File: config.mk
export PLATFORM = sky130hd
export DESIGN_NAME = attn_score_top
export DESIGN_NICKNAME = d
export VERILOG_FILES = /design/src/common/attn_pkg.sv /design/src/logic/cmd_decoder.sv /design/src/q_buffer/q_bank_buffer.sv /design/src/logic/pe_array.sv /design/src/logic/score_collector.sv /design/src/logic/attn_score_top.sv
export SDC_FILE = /design/constraint.sdc
export NUM_CORES = 2
export LEC_CHECK = 0
export BUFFER_PORTS_ARGS = -buffer_cell sky130_fd_sc_hd__buf_2
export CORE_MARGIN = 3
export CORE_UTILIZATION = 64
export CTS_CLUSTER_SIZE = 16
export DETAILED_ROUTE_END_ITERATION = 8
export PLACE_DENSITY = 0.82
export SKIP_CTS_REPAIR_TIMING = 1
export SYNTH_ARGS = -nofsm -noshare
export SYNTH_HDL_FRONTEND = slang
export SYNTH_SLANG_ARGS = --single-unit
File: constraint.sdc
create_clock -name clk -period 14.5 [get_ports clk]
set_input_delay 0.725 -clock clk [delete_from_list [all_inputs] [get_ports clk]]
set_output_delay 0.725 -clock clk [all_outputs]
set_load 0.01 [all_outputs]
File: src/common/attn_pkg.sv
// Attention score shared definitions

package attn_pkg;

    // ----------------------------------------------------------
    // Fixed widths
    // ----------------------------------------------------------

    // Width of the opcode field in a host command
    localparam int CMD_OP_WIDTH = 3;

    // One signed query or key element
    localparam int ELEM_WIDTH = 8;

    // Dot-product accumulator wide enough for any practical embedding size
    localparam int ACC_WIDTH = 32;

    // Scaled and saturated score as seen by the host
    localparam int SCORE_WIDTH = 16;

    // ----------------------------------------------------------
    // Host opcodes
    // ----------------------------------------------------------

    // Codes 5 to 7 are not listed and count as illegal in the decoder
    typedef enum logic [CMD_OP_WIDTH-1:0] {
        OP_NOP     = 3'd0,
        OP_LOAD_Q  = 3'd1,
        OP_START   = 3'd2,
        OP_KEY     = 3'd3,
        OP_RELEASE = 3'd4
    } cmd_op_e;

endpackage

File: src/logic/cmd_decoder.sv
// Host command decoder

`timescale 1ns/1ps

module cmd_decoder #(
    parameter int EMBED_DIM = 4
) (
    input  logic                                    clk,
    input  logic                                    rst_n,
    input  logic                                    cmd_valid,
    input  attn_pkg::cmd_op_e                       cmd_op,
    input  logic [EMBED_DIM*attn_pkg::ELEM_WIDTH-1:0] cmd_data,
    output logic                                    load_valid,
    output logic [EMBED_DIM*attn_pkg::ELEM_WIDTH-1:0] load_data,
    output logic                                    compute_start,
    output logic                                    compute_done,
    output logic                                    key_valid,
    output logic [EMBED_DIM*attn_pkg::ELEM_WIDTH-1:0] key_data,
    output logic                                    cmd_error
);

    // ----------------------------------------------------------
    // Strobe decode
    // ----------------------------------------------------------

    // Every strobe is a single-cycle pulse one cycle behind the command
    // At most one of them is high in any cycle since the opcodes are exclusive
    always_ff @(posedge clk or negedge rst_n) begin
        if (!rst_n) begin
            load_valid    <= 1'b0;
            compute_start <= 1'b0;
            compute_done  <= 1'b0;
            key_valid     <= 1'b0;
            cmd_error     <= 1'b0;
        end else begin
            load_valid    <= 1'b0;
            compute_start <= 1'b0;
            compute_done  <= 1'b0;
            key_valid     <= 1'b0;
            if (cmd_valid) begin
                case (cmd_op)
                    attn_pkg::OP_NOP:     ;
                    attn_pkg::OP_LOAD_Q:  load_valid    <= 1'b1;
                    attn_pkg::OP_START:   compute_start <= 1'b1;
                    attn_pkg::OP_KEY:     key_valid     <= 1'b1;
                    attn_pkg::OP_RELEASE: compute_done  <= 1'b1;
                    // Codes 5 to 7 raise the error flag, which holds until reset
                    default:              cmd_error     <= 1'b1;
                endcase
            end
        end
    end

    // ----------------------------------------------------------
    // Data routing
    // ----------------------------------------------------------

    // The data word is captured only beside the strobe that consumes it,
    // so a key does not disturb a pending query row and vice versa
    always_ff @(posedge clk) begin
        if (cmd_valid && cmd_op == attn_pkg::OP_LOAD_Q) begin
            load_data <= cmd_data;
        end
        if (cmd_valid && cmd_op == attn_pkg::OP_KEY) begin
            key_data <= cmd_data;
        end
    end

endmodule

File: src/q_buffer/q_bank_buffer.sv
// Ping-pong query bank buffer

`timescale 1ns/1ps

module q_bank_buffer #(
    parameter int NUM_PES   = 4,
    parameter int EMBED_DIM = 4
) (
    input  logic                                            clk,
    input  logic                                            rst_n,
    input  logic                                            load_valid,
    input  logic [EMBED_DIM*attn_pkg::ELEM_WIDTH-1:0]         load_data,
    input  logic                                            compute_start,
    input  logic                                            compute_done,
    output logic                                            load_ready,
    output logic                                            bank_ready,
    output logic                                            bank_active,
    output logic [NUM_PES*EMBED_DIM*attn_pkg::ELEM_WIDTH-1:0] q_to_pes
);

    localparam int ROW_W = EMBED_DIM * attn_pkg::ELEM_WIDTH;
    // Keep the index at least one bit wide for a single-row bank
    localparam int IDX_W = (NUM_PES > 1) ? $clog2(NUM_PES) : 1;

    // Two banks with one row per processing element
    logic [ROW_W-1:0] bank0 [NUM_PES];
    logic [ROW_W-1:0] bank1 [NUM_PES];

    logic             fill_bank;
    logic [IDX_W-1:0] wr_idx;
    logic             bank0_full;
    logic             bank1_full;
    logic             active_bank;
    logic             active_valid;

    logic             fill_full;
    logic             load_accept;
    logic             bank0_rdy;
    logic             bank1_rdy;

    // ----------------------------------------------------------
    // Status levels
    // ----------------------------------------------------------

    // Loads go through only while the current fill bank has room
    assign fill_full   = fill_bank ? bank1_full : bank0_full;
    assign load_ready  = !fill_full;
    assign load_accept = load_valid && !fill_full;

    // A bank can be started when it is full and not already in use
    assign bank0_rdy = bank0_full && !(active_valid && !active_bank);
    assign bank1_rdy = bank1_full && !(active_valid && active_bank);

    assign bank_ready  = bank0_rdy || bank1_rdy;
    assign bank_active = active_valid;

    // ----------------------------------------------------------
    // Load side
    // ----------------------------------------------------------

    always_ff @(posedge clk) begin
        if (load_accept) begin
            if (fill_bank) begin
                bank1[wr_idx] <= load_data;
            end else begin
                bank0[wr_idx] <= load_data;
            end
        end
    end

    // A dropped load leaves the index and flags alone
    always_ff @(posedge clk or negedge rst_n) begin
        if (!rst_n) begin
            fill_bank  <= 1'b0;
            wr_idx     <= '0;
            bank0_full <= 1'b0;
            bank1_full <= 1'b0;
        end else begin
            if (load_accept) begin
                if (wr_idx == IDX_W'(NUM_PES - 1)) begin
                    // Last row of the bank, so hand filling to the other side
                    wr_idx    <= '0;
                    fill_bank <= ~fill_bank;
                    if (fill_bank) begin
                        bank1_full <= 1'b1;
                    end else begin
                        bank0_full <= 1'b1;
                    end
                end else begin
                    wr_idx <= wr_idx + 1'b1;
                end
            end

            // Release frees the active bank for refilling
            if (compute_done && active_valid) begin
                if (active_bank) begin
                    bank1_full <= 1'b0;
                end else begin
                    bank0_full <= 1'b0;
                end
            end
        end
    end

    // ----------------------------------------------------------
    // Compute side
    // ----------------------------------------------------------

    // Bank 0 wins when both are ready and a start with none ready is ignored
    always_ff @(posedge clk or negedge rst_n) begin
        if (!rst_n) begin
            active_bank  <= 1'b0;
            active_valid <= 1'b0;
        end else if (compute_start) begin
            if (bank0_rdy) begin
                active_bank  <= 1'b0;
                active_valid <= 1'b1;
            end else if (bank1_rdy) begin
                active_bank  <= 1'b1;
                active_valid <= 1'b1;
            end
        end else if (compute_done) begin
            active_valid <= 1'b0;
        end
    end

    // Row g of the active bank feeds processing element g
    // With no bank active the elements see zeros and produce zero scores
    for (genvar g = 0; g < NUM_PES; g++) begin : g_pe_out
        assign q_to_pes[g*ROW_W +: ROW_W] = !active_valid ? '0 :
                                            (active_bank ? bank1[g] : bank0[g]);
    end

endmodule

File: src/logic/pe_array.sv
// Pipelined int8 dot-product array

`timescale 1ns/1ps

module pe_array #(
    parameter int NUM_PES   = 4,
    parameter int EMBED_DIM = 4
) (
    input  logic                                            clk,
    input  logic                                            rst_n,
    input  logic                                            key_valid,
    input  logic [EMBED_DIM*attn_pkg::ELEM_WIDTH-1:0]         key_data,
    input  logic [NUM_PES*EMBED_DIM*attn_pkg::ELEM_WIDTH-1:0] q_to_pes,
    output logic                                            acc_valid,
    output logic [NUM_PES*attn_pkg::ACC_WIDTH-1:0]            acc
);

    localparam int EW    = attn_pkg::ELEM_WIDTH;
    localparam int AW    = attn_pkg::ACC_WIDTH;
    localparam int ROW_W = EMBED_DIM * EW;
    localparam int PW    = 2 * EW;

    // Stage one holds every element product of every processing element
    logic signed [PW-1:0] prod_q [NUM_PES][EMBED_DIM];
    logic                 prod_valid;

    // Combinational sums feeding stage two
    logic signed [AW-1:0] sum_d [NUM_PES];

    // ----------------------------------------------------------
    // Stage one: element products
    // ----------------------------------------------------------

    // The key is broadcast to every element and each one uses its own query row
    always_ff @(posedge clk) begin
        if (key_valid) begin
            for (int p = 0; p < NUM_PES; p++) begin
                for (int e = 0; e < EMBED_DIM; e++) begin
                    prod_q[p][e] <= $signed(q_to_pes[p*ROW_W + e*EW +: EW]) *
                                    $signed(key_data[e*EW +: EW]);
                end
            end
        end
    end

    // ----------------------------------------------------------
    // Stage two: reduction
    // ----------------------------------------------------------

    // Each product is sign extended before it is added in
    always_comb begin
        for (int p = 0; p < NUM_PES; p++) begin
            sum_d[p] = '0;
            for (int e = 0; e < EMBED_DIM; e++) begin
                sum_d[p] = sum_d[p] + AW'(prod_q[p][e]);
            end
        end
    end

    always_ff @(posedge clk) begin
        if (prod_valid) begin
            for (int p = 0; p < NUM_PES; p++) begin
                acc[p*AW +: AW] <= sum_d[p];
            end
        end
    end

    // Valid bit travels beside the two data stages
    // Back-to-back keys simply occupy both stages at once
    always_ff @(posedge clk or negedge rst_n) begin
        if (!rst_n) begin
            prod_valid <= 1'b0;
            acc_valid  <= 1'b0;
        end else begin
            prod_valid <= key_valid;
            acc_valid  <= prod_valid;
        end
    end

endmodule

File: src/logic/score_collector.sv
// Score scaling and running maximum

`timescale 1ns/1ps

module score_collector #(
    parameter int NUM_PES     = 4,
    parameter int SCORE_SHIFT = 2
) (
    input  logic                                   clk,
    input  logic                                   rst_n,
    input  logic                                   acc_valid,
    input  logic [NUM_PES*attn_pkg::ACC_WIDTH-1:0]   acc,
    input  logic                                   clear,
    output logic                                   score_valid,
    output logic [NUM_PES*attn_pkg::SCORE_WIDTH-1:0] scores,
    output logic [NUM_PES*attn_pkg::SCORE_WIDTH-1:0] row_max
);

    localparam int AW = attn_pkg::ACC_WIDTH;
    localparam int SW = attn_pkg::SCORE_WIDTH;

    // Signed limits of a score held at accumulator width for the compare
    localparam logic signed [AW-1:0] SAT_MAX = AW'((1 << (SW - 1)) - 1);
    localparam logic signed [AW-1:0] SAT_MIN = -AW'(1 << (SW - 1));

    // Whether the maxima hold a real score since the last clear
    typedef enum logic {
        MAX_EMPTY,
        MAX_HELD
    } max_state_e;

    max_state_e           max_state;
    logic signed [AW-1:0] shifted [NUM_PES];
    logic signed [SW-1:0] sat_d   [NUM_PES];

    // ----------------------------------------------------------
    // Scale and saturate
    // ----------------------------------------------------------

    always_comb begin
        for (int r = 0; r < NUM_PES; r++) begin
            shifted[r] = $signed(acc[r*AW +: AW]) >>> SCORE_SHIFT;
            if (shifted[r] > SAT_MAX) begin
                sat_d[r] = SAT_MAX[SW-1:0];
            end else if (shifted[r] < SAT_MIN) begin
                sat_d[r] = SAT_MIN[SW-1:0];
            end else begin
                sat_d[r] = shifted[r][SW-1:0];
            end
        end
    end

    always_ff @(posedge clk) begin
        if (acc_valid) begin
            for (int r = 0; r < NUM_PES; r++) begin
                scores[r*SW +: SW] <= sat_d[r];
            end
        end
    end

    // ----------------------------------------------------------
    // Running maximum
    // ----------------------------------------------------------

    // A score that lands on the same edge as a clear counts as the first one
    always_ff @(posedge clk or negedge rst_n) begin
        if (!rst_n) begin
            score_valid <= 1'b0;
            row_max     <= '0;
            max_state   <= MAX_EMPTY;
        end else begin
            score_valid <= acc_valid;
            if (acc_valid) begin
                for (int r = 0; r < NUM_PES; r++) begin
                    if (clear || max_state == MAX_EMPTY ||
                        sat_d[r] > $signed(row_max[r*SW +: SW])) begin
                        row_max[r*SW +: SW] <= sat_d[r];
                    end
                end
                max_state <= MAX_HELD;
            end else if (clear) begin
                row_max   <= '0;
                max_state <= MAX_EMPTY;
            end
        end
    end

endmodule

File: src/logic/attn_score_top.sv
// Attention score tile top level

`timescale 1ns/1ps

module attn_score_top #(
    parameter int NUM_PES     = 4,
    parameter int EMBED_DIM   = 4,
    parameter int SCORE_SHIFT = 2
) (
    input  logic                                     clk,
    input  logic                                     rst_n,
    input  logic                                     cmd_valid,
    input  attn_pkg::cmd_op_e                        cmd_op,
    input  logic [EMBED_DIM*attn_pkg::ELEM_WIDTH-1:0]  cmd_data,
    output logic                                     load_ready,
    output logic                                     bank_ready,
    output logic                                     bank_active,
    output logic                                     cmd_error,
    output logic                                     score_valid,
    output logic [NUM_PES*attn_pkg::SCORE_WIDTH-1:0]   scores,
    output logic [NUM_PES*attn_pkg::SCORE_WIDTH-1:0]   row_max
);

    localparam int ROW_W = EMBED_DIM * attn_pkg::ELEM_WIDTH;

    // Decoded strobes and their data words
    logic                                 load_valid;
    logic [ROW_W-1:0]                     load_data;
    logic                                 compute_start;
    logic                                 compute_done;
    logic                                 key_valid;
    logic [ROW_W-1:0]                     key_data;

    // Query rows of the active bank and the raw dot products
    logic [NUM_PES*ROW_W-1:0]             q_to_pes;
    logic                                 acc_valid;
    logic [NUM_PES*attn_pkg::ACC_WIDTH-1:0] acc;

    // ----------------------------------------------------------
    // Decode
    // ----------------------------------------------------------

    cmd_decoder #(
        .EMBED_DIM (EMBED_DIM)
    ) u_cmd_decoder (
        .clk           (clk),
        .rst_n         (rst_n),
        .cmd_valid     (cmd_valid),
        .cmd_op        (cmd_op),
        .cmd_data      (cmd_data),
        .load_valid    (load_valid),
        .load_data     (load_data),
        .compute_start (compute_start),
        .compute_done  (compute_done),
        .key_valid     (key_valid),
        .key_data      (key_data),
        .cmd_error     (cmd_error)
    );

    // ----------------------------------------------------------
    // Query storage, execute and result
    // ----------------------------------------------------------

    q_bank_buffer #(
        .NUM_PES   (NUM_PES),
        .EMBED_DIM (EMBED_DIM)
    ) u_q_bank_buffer (
        .clk           (clk),
        .rst_n         (rst_n),
        .load_valid    (load_valid),
        .load_data     (load_data),
        .compute_start (compute_start),
        .compute_done  (compute_done),
        .load_ready    (load_ready),
        .bank_ready    (bank_ready),
        .bank_active   (bank_active),
        .q_to_pes      (q_to_pes)
    );

    pe_array #(
        .NUM_PES   (NUM_PES),
        .EMBED_DIM (EMBED_DIM)
    ) u_pe_array (
        .clk       (clk),
        .rst_n     (rst_n),
        .key_valid (key_valid),
        .key_data  (key_data),
        .q_to_pes  (q_to_pes),
        .acc_valid (acc_valid),
        .acc       (acc)
    );

    // Each start clears the running maxima for the new bank
    score_collector #(
        .NUM_PES     (NUM_PES),
        .SCORE_SHIFT (SCORE_SHIFT)
    ) u_score_collector (
        .clk         (clk),
        .rst_n       (rst_n),
        .acc_valid   (acc_valid),
        .acc         (acc),
        .clear       (compute_start),
        .score_valid (score_valid),
        .scores      (scores),
        .row_max     (row_max)
    );

endmodule

# Word level (Yosys, flattened, before mapping)

Memories as Yosys holds them, arrays and structs flattened.
Cells that the tools add are included.

Bitwise operators: 3
$lt $le $gt $ge: 12
Reductions and logical operators: 31
Add/sub/neg operators: 13
$mul: 16
Divide/modulo/power cells: 0
Shifts and indexed selects: 0
Equal/unequal tests: 10
Mux-type cells: 57

Operator list:

| kind                                                             | number |
|---|---|
| multiplier 8 x 8 -> 16 bit                                       | 16 |
| two-way mux 32 bit                                               | 8 |
| two-way mux 16 bit                                               | 12 |
| adder 32 x 16 -> 32 bit                                          | 4 |
| two-way mux 64 bit                                               | 2 |
| greater-than comparator 30 x 16 -> 1 bit (second input constant) | 4 |
| less-than comparator 30 x 16 -> 1 bit (second input constant)    | 4 |
| adder 17 x 16 -> 18 bit                                          | 4 |
| adder 16 x 16 -> 17 bit                                          | 4 |
| greater-than comparator 16 bit                                   | 4 |
| two-way mux 1 bit                                                | 34 |
| AND reduction 2 bit                                              | 8 |
| logical AND 1 bit                                                | 8 |
| != test 2 x 1 -> 1 bit (second input constant)                   | 4 |
| equality test 3 x 2 -> 1 bit (second input constant)             | 2 |
| logical OR 1 bit                                                 | 6 |
| nonzero test 2 bit                                               | 3 |
| OR reduction 5 bit                                               | 1 |
| zero test 1 bit                                                  | 4 |
| equality test 3 x 1 -> 1 bit (second input constant)             | 1 |
| equality test 3 bit (second input constant)                      | 1 |
| zero test 3 bit                                                  | 1 |
| != test 3 x 1 -> 1 bit (second input constant)                   | 1 |
| inverter 1 bit                                                   | 3 |
| other kinds (3)                                                  | 3 |

Memory bits (read-only): 0
Word-level logic and storage cells: 168
RAM bits: 512
Latch bits: 0
Input bits: 38
Flip-flop bits (word level): 336
Memories kept: 3

Memory list:

| name                  | words | bits a word | read ports | clocked after Yosys merged registers in | write ports | RTL line            | source |
|---|---|---|---|---|---|---|---|
| u_pe_array.prod_q     | 4     | 64          | 4          | 0                                       | 4           | pe_array.sv:24      | `logic signed [PW-1:0] prod_q [NUM_PES][EMBED_DIM];` |
| u_q_bank_buffer.bank0 | 4     | 32          | 4          | 0                                       | 1           | q_bank_buffer.sv:26 | `logic [ROW_W-1:0] bank0 [NUM_PES];` |
| u_q_bank_buffer.bank1 | 4     | 32          | 4          | 0                                       | 1           | q_bank_buffer.sv:27 | `logic [ROW_W-1:0] bank1 [NUM_PES];` |

# Longest topological paths before layout

Depth in word-level cells: 7
Depth in mapped cells: 22
Gate-level depth less buffers: 21

# By module

A second synthesis with hierarchy kept.

Cell total of the unflattened synthesis: 6,850
Area, all modules: 75,479.9 sq um

Modules (own cells, without submodules):

| module          | cells an instance | sequential area each (sq um) | times used | area an instance (sq um) |
|---|---|---|---|---|
| pe_array        | 5,571             | 10,019.6                     | 1          | 56,157.6 |
| q_bank_buffer   | 593               | 7,862.5                      | 1          | 10,405.0 |
| score_collector | 610               | 3,573.4                      | 1          | 6,815.3 |
| cmd_decoder     | 76                | 2,047.0                      | 1          | 2,102.0 |

# Worst setup path before layout

OpenSTA, ideal clock, no wires.

Path type: register to register
Start point: register u_cmd_decoder.key_valid
End point: register u_pe_array.prod_valid
Buffers on the path: 0
Period minus slack after synthesis: 6.186 ns
Cell stages (with the launch flop): 1
Data required time: 13.809 ns
Arrival: 5.495 ns
Library setup time: 0.691 ns
Setup slack: 8.314 ns
Cells stage by stage: dfrtp_1

RTL lines:

| item                   | RTL line          | source |
|---|---|---|
| from (decl)            | cmd_decoder.sv:17 | `output logic key_valid,` |
| from (signal assigned) | cmd_decoder.sv:33 | `key_valid <= 1'b0;` |
| from (signal assigned) | cmd_decoder.sv:39 | `key_valid <= 1'b0;` |
| from (signal assigned) | cmd_decoder.sv:45 | `attn_pkg::OP_KEY: key_valid <= 1'b1;` |
| to (signal assigned)   | pe_array.sv:75    | `prod_valid <= key_valid;` |
| to (decl)              | pe_array.sv:25    | `logic prod_valid;` |

No word-level cell between the ends.

==> impl_metrics.ini <==
[synthesis]
synth_top_area_share_pct = 29.6
synth.most_common_cell = inv_1
syn_area_um2 = 77000
ys_warn_count = 0
synth_edf_count = 760
synthFlopType = edfxtp_1
synth_top_cell_by_area = edfxtp_1
synth_area_per_cell_um2 = 10.9
synthCells = 7077
syn_nets = 8727
ys_ff_latch = 840
ys_seq_area_share_pct = 32.2
async_reset_ff_share_pct = 9.52
ys_top_cells_by_area = edfxtp_1 (30%), fa_1 (25%), ha_1 (11%)
synth_cell_types = 79
synth_common_cells = inv_1 (1,416), fa_1 (948), edfxtp_1 (760), ha_1 (664), and2_1 (607)

[detailed_routing]
dr.pass1.iters = 6
drc = 0
ant_nets = 0
drt_iter0_markers = 4048
wire_per_inst_um = 19.6
num_vias = 50900
totalWireLength_mm = 174
routed_via_density = 5.71

[cts]
cts-root-buf = clkbuf_16
htreeDepth = 3
cts_tree = built
cts_num_sinks = 840
cts.clk_slew.worst_paths_ns = 0.07
clk_latency_ns = 0.70
cts_buffer_depth = 3
cts_buffers = 94

[global_routing]
grt_max_degree = 151
grt_pass1_vias = 54100
grt_pass1_wl_mm = 284
antenna_found_initial = 13
overflow = 0
grt_use_total_pct = 28.8

[die]
ioPinCount = 171
rows = 126
die-area_um2 = 125000
die_w_um = 353
die-height_um = 353
start_util_pct = 64.9
core_area_um2 = 119000

[sta]
fin_crit_sh_pct = 52.5
final-setup-viol-count = 0
layout_min_cycle_time_ns = 7.61
slew_headroom_pct = 12.5
setup_tns_ns = 0
drv_slew = 0
rsz0062_at_grt = no
hold_viol = 0
worst_pin_slew_ns = 1.30
max_freq_mhz = 131
skew_ns = 0.0297

[worst_setup_path]
cpMostUsedCell = fa_1
crit_type = flip-flop to flip-flop
reg2reg_to = u_pe_array.prod_q[3][15]
reg2reg_depth = 18
regToRegSetupSlack_ns = 6.89
startpoint_type = flip-flop
cp_max_fo = 57
slowest_stage = buf_4
reg2reg_from = u_q_bank_buffer.active_bank
cp.required_ns = 14.95
crit_chain = buf_4 -> buf_4 -> mux2i_1 -> nor2b_1 -> nand2_1 -> fa_1 -> inv_1 -> fa_1 -> fa_1 -> inv_1 -> fa_1 -> inv_1 -> ha_1 -> nand3_1 -> o311ai_0 -> a21o_1 -> a21oi_1 -> xnor2_1
critical_path.top_delay_family = adder cells
max_stage_delay_ns = 0.94
critPathBufInv = 5
cp.arrival_ns = 8.05
cp-end-kind = flip-flop

[place]
portBuffers = 170
gp_congestion = 0.917
hpwlAfterDp_mm = 134
dp.cells = 8726

[cells_and_area]
final_cells = 8903
syn2layout_area_growth_pct = 7.51
n_fill_cell = 8294
multi_input_comb_area_um2 = 46200
nets = 8872
drive_above_1_share_pct = 5.75
seq_area_um2 = 24800

[power]
ir_worst_vdd_mv = 0.123
p_leak_nw = 37.2
p_per_area_nw_per_um2 = 175

[hold_path]
hold_path_class = input pin to async pin

[flow_run]
drv_cap = 0

[outcome]
outcome = complete, no violations
how the worst max path moves through the flow:
stage,from,to,slack [ns],cells after the start
finish,u_q_bank_buffer.active_bank,u_pe_array.prod_q[3][15],6.89,18
global route,u_q_bank_buffer.active_bank,u_pe_array.prod_q[3][15],6.46,18
CTS,u_q_bank_buffer.active_bank,u_pe_array.prod_q[3][15],6.93,18
detailed placement,u_q_bank_buffer.active_bank,u_pe_array.prod_q[3][15],6.96,18
global placement,u_q_bank_buffer.active_bank,u_pe_array.prod_q[3][15],7.11,19
floorplan,u_cmd_decoder.key_valid,u_pe_array.prod_valid,8.31,0
kinds of logic (layout without fill, tap and decap cells):
kind of cell,Yosys count,in the layout,synth area share (%)
AO/OA/AOI/OAI,770,770,6.62
XOR/XNOR,332,332,3.78
adder cells (fa/ha/maj),1612,1612,35.4
buffers and inverters,1591,1814,7.80
flip-flops,840,840,32.2
multiplexers,152,152,1.98
other,0,3,0
AND/OR/NAND/NOR,1780,1780,12.2
worst reg2reg max path: stages (launching register included):
cell      delay [ns]
dfrtp_4         0.82
buf_4           0.77
buf_4           0.97
mux2i_1         0.24
nor2b_1         0.40
nand2_1         0.24
fa_1            0.64
inv_1           0.15
fa_1            0.53
fa_1            0.55
inv_1           0.06
fa_1            0.53
inv_1           0.04
ha_1            0.35
nand3_1         0.09
o311ai_0        0.56
a21o_1          0.21
a21oi_1         0.07
xnor2_1         0.13
sequential cells by signal, indices dropped and copies added (netlist names), 2 cells and up:
name                       flops
u_pe_array.prod_q            256
u_q_bank_buffer.bank0        128
u_q_bank_buffer.bank1        128
u_pe_array.acc               120
u_score_collector.row_max     64
u_score_collector.scores      64
u_cmd_decoder.key_data        32
u_cmd_decoder.load_data       32
u_q_bank_buffer.wr_idx         2
metrics by stage:
stage	worst slack, ns	hold slack (ns)	area, um^2	power (mW)	util (%)
CTS	6.93	-0.00553	82800	14.5	69.7
floorplan	8.31	0.429	77000	9.86	-
detailed placement	6.96	0.468	79700	12.0	67.1
global route	6.46	0.0314	82800	15.8	69.7
finish	6.89	0.0196	82800	14.5	69.8
global placement	7.11	0.469	79700	11.6	67.1
report_power, final:
part | internal, mW | switching [mW]
registers | 3.29 | 0.159
clock network | 1.39 | 1.03
logic | 3.58 | 5.05
per-layer routing:
layer,track usage (%),vias to the layer above,wire length (um)
li1,-,23100,-
met4,11.6,6,7840
met5,0,-,41
met1,37.8,25400,69800
met3,5.29,446,13400
met2,47.8,1919,83300
layout make-up:
class,count,share of cell area [%]
multi-input combinational,4646,55.8
sequential,840,30.0
inverter,1416,6.42
clock buffer,115,3.00
tap,1600,2.42
timing repair buffer,224,1.54
clock inverter,59,0.787
antenna,3,0.00907
layout by cell type, fill, tap and decap left out, drive strengths merged, types with 89 or more instances in the layout:
cell type / Yosys / final
ha: 664 / 664
inv: 1416 / 1428
nor2b: 169 / 169
buf: 25 / 224
fa: 948 / 948
xnor2: 286 / 286
clkbuf: 150 / 115
and2: 607 / 607
edfxtp: 760 / 760
mux2i: 151 / 151
nand2: 441 / 441
a21oi: 210 / 210
a21o: 89 / 89
nor2: 249 / 249
o21ai: 173 / 173
No activity file was read; power rests on OpenSTA's default activity.
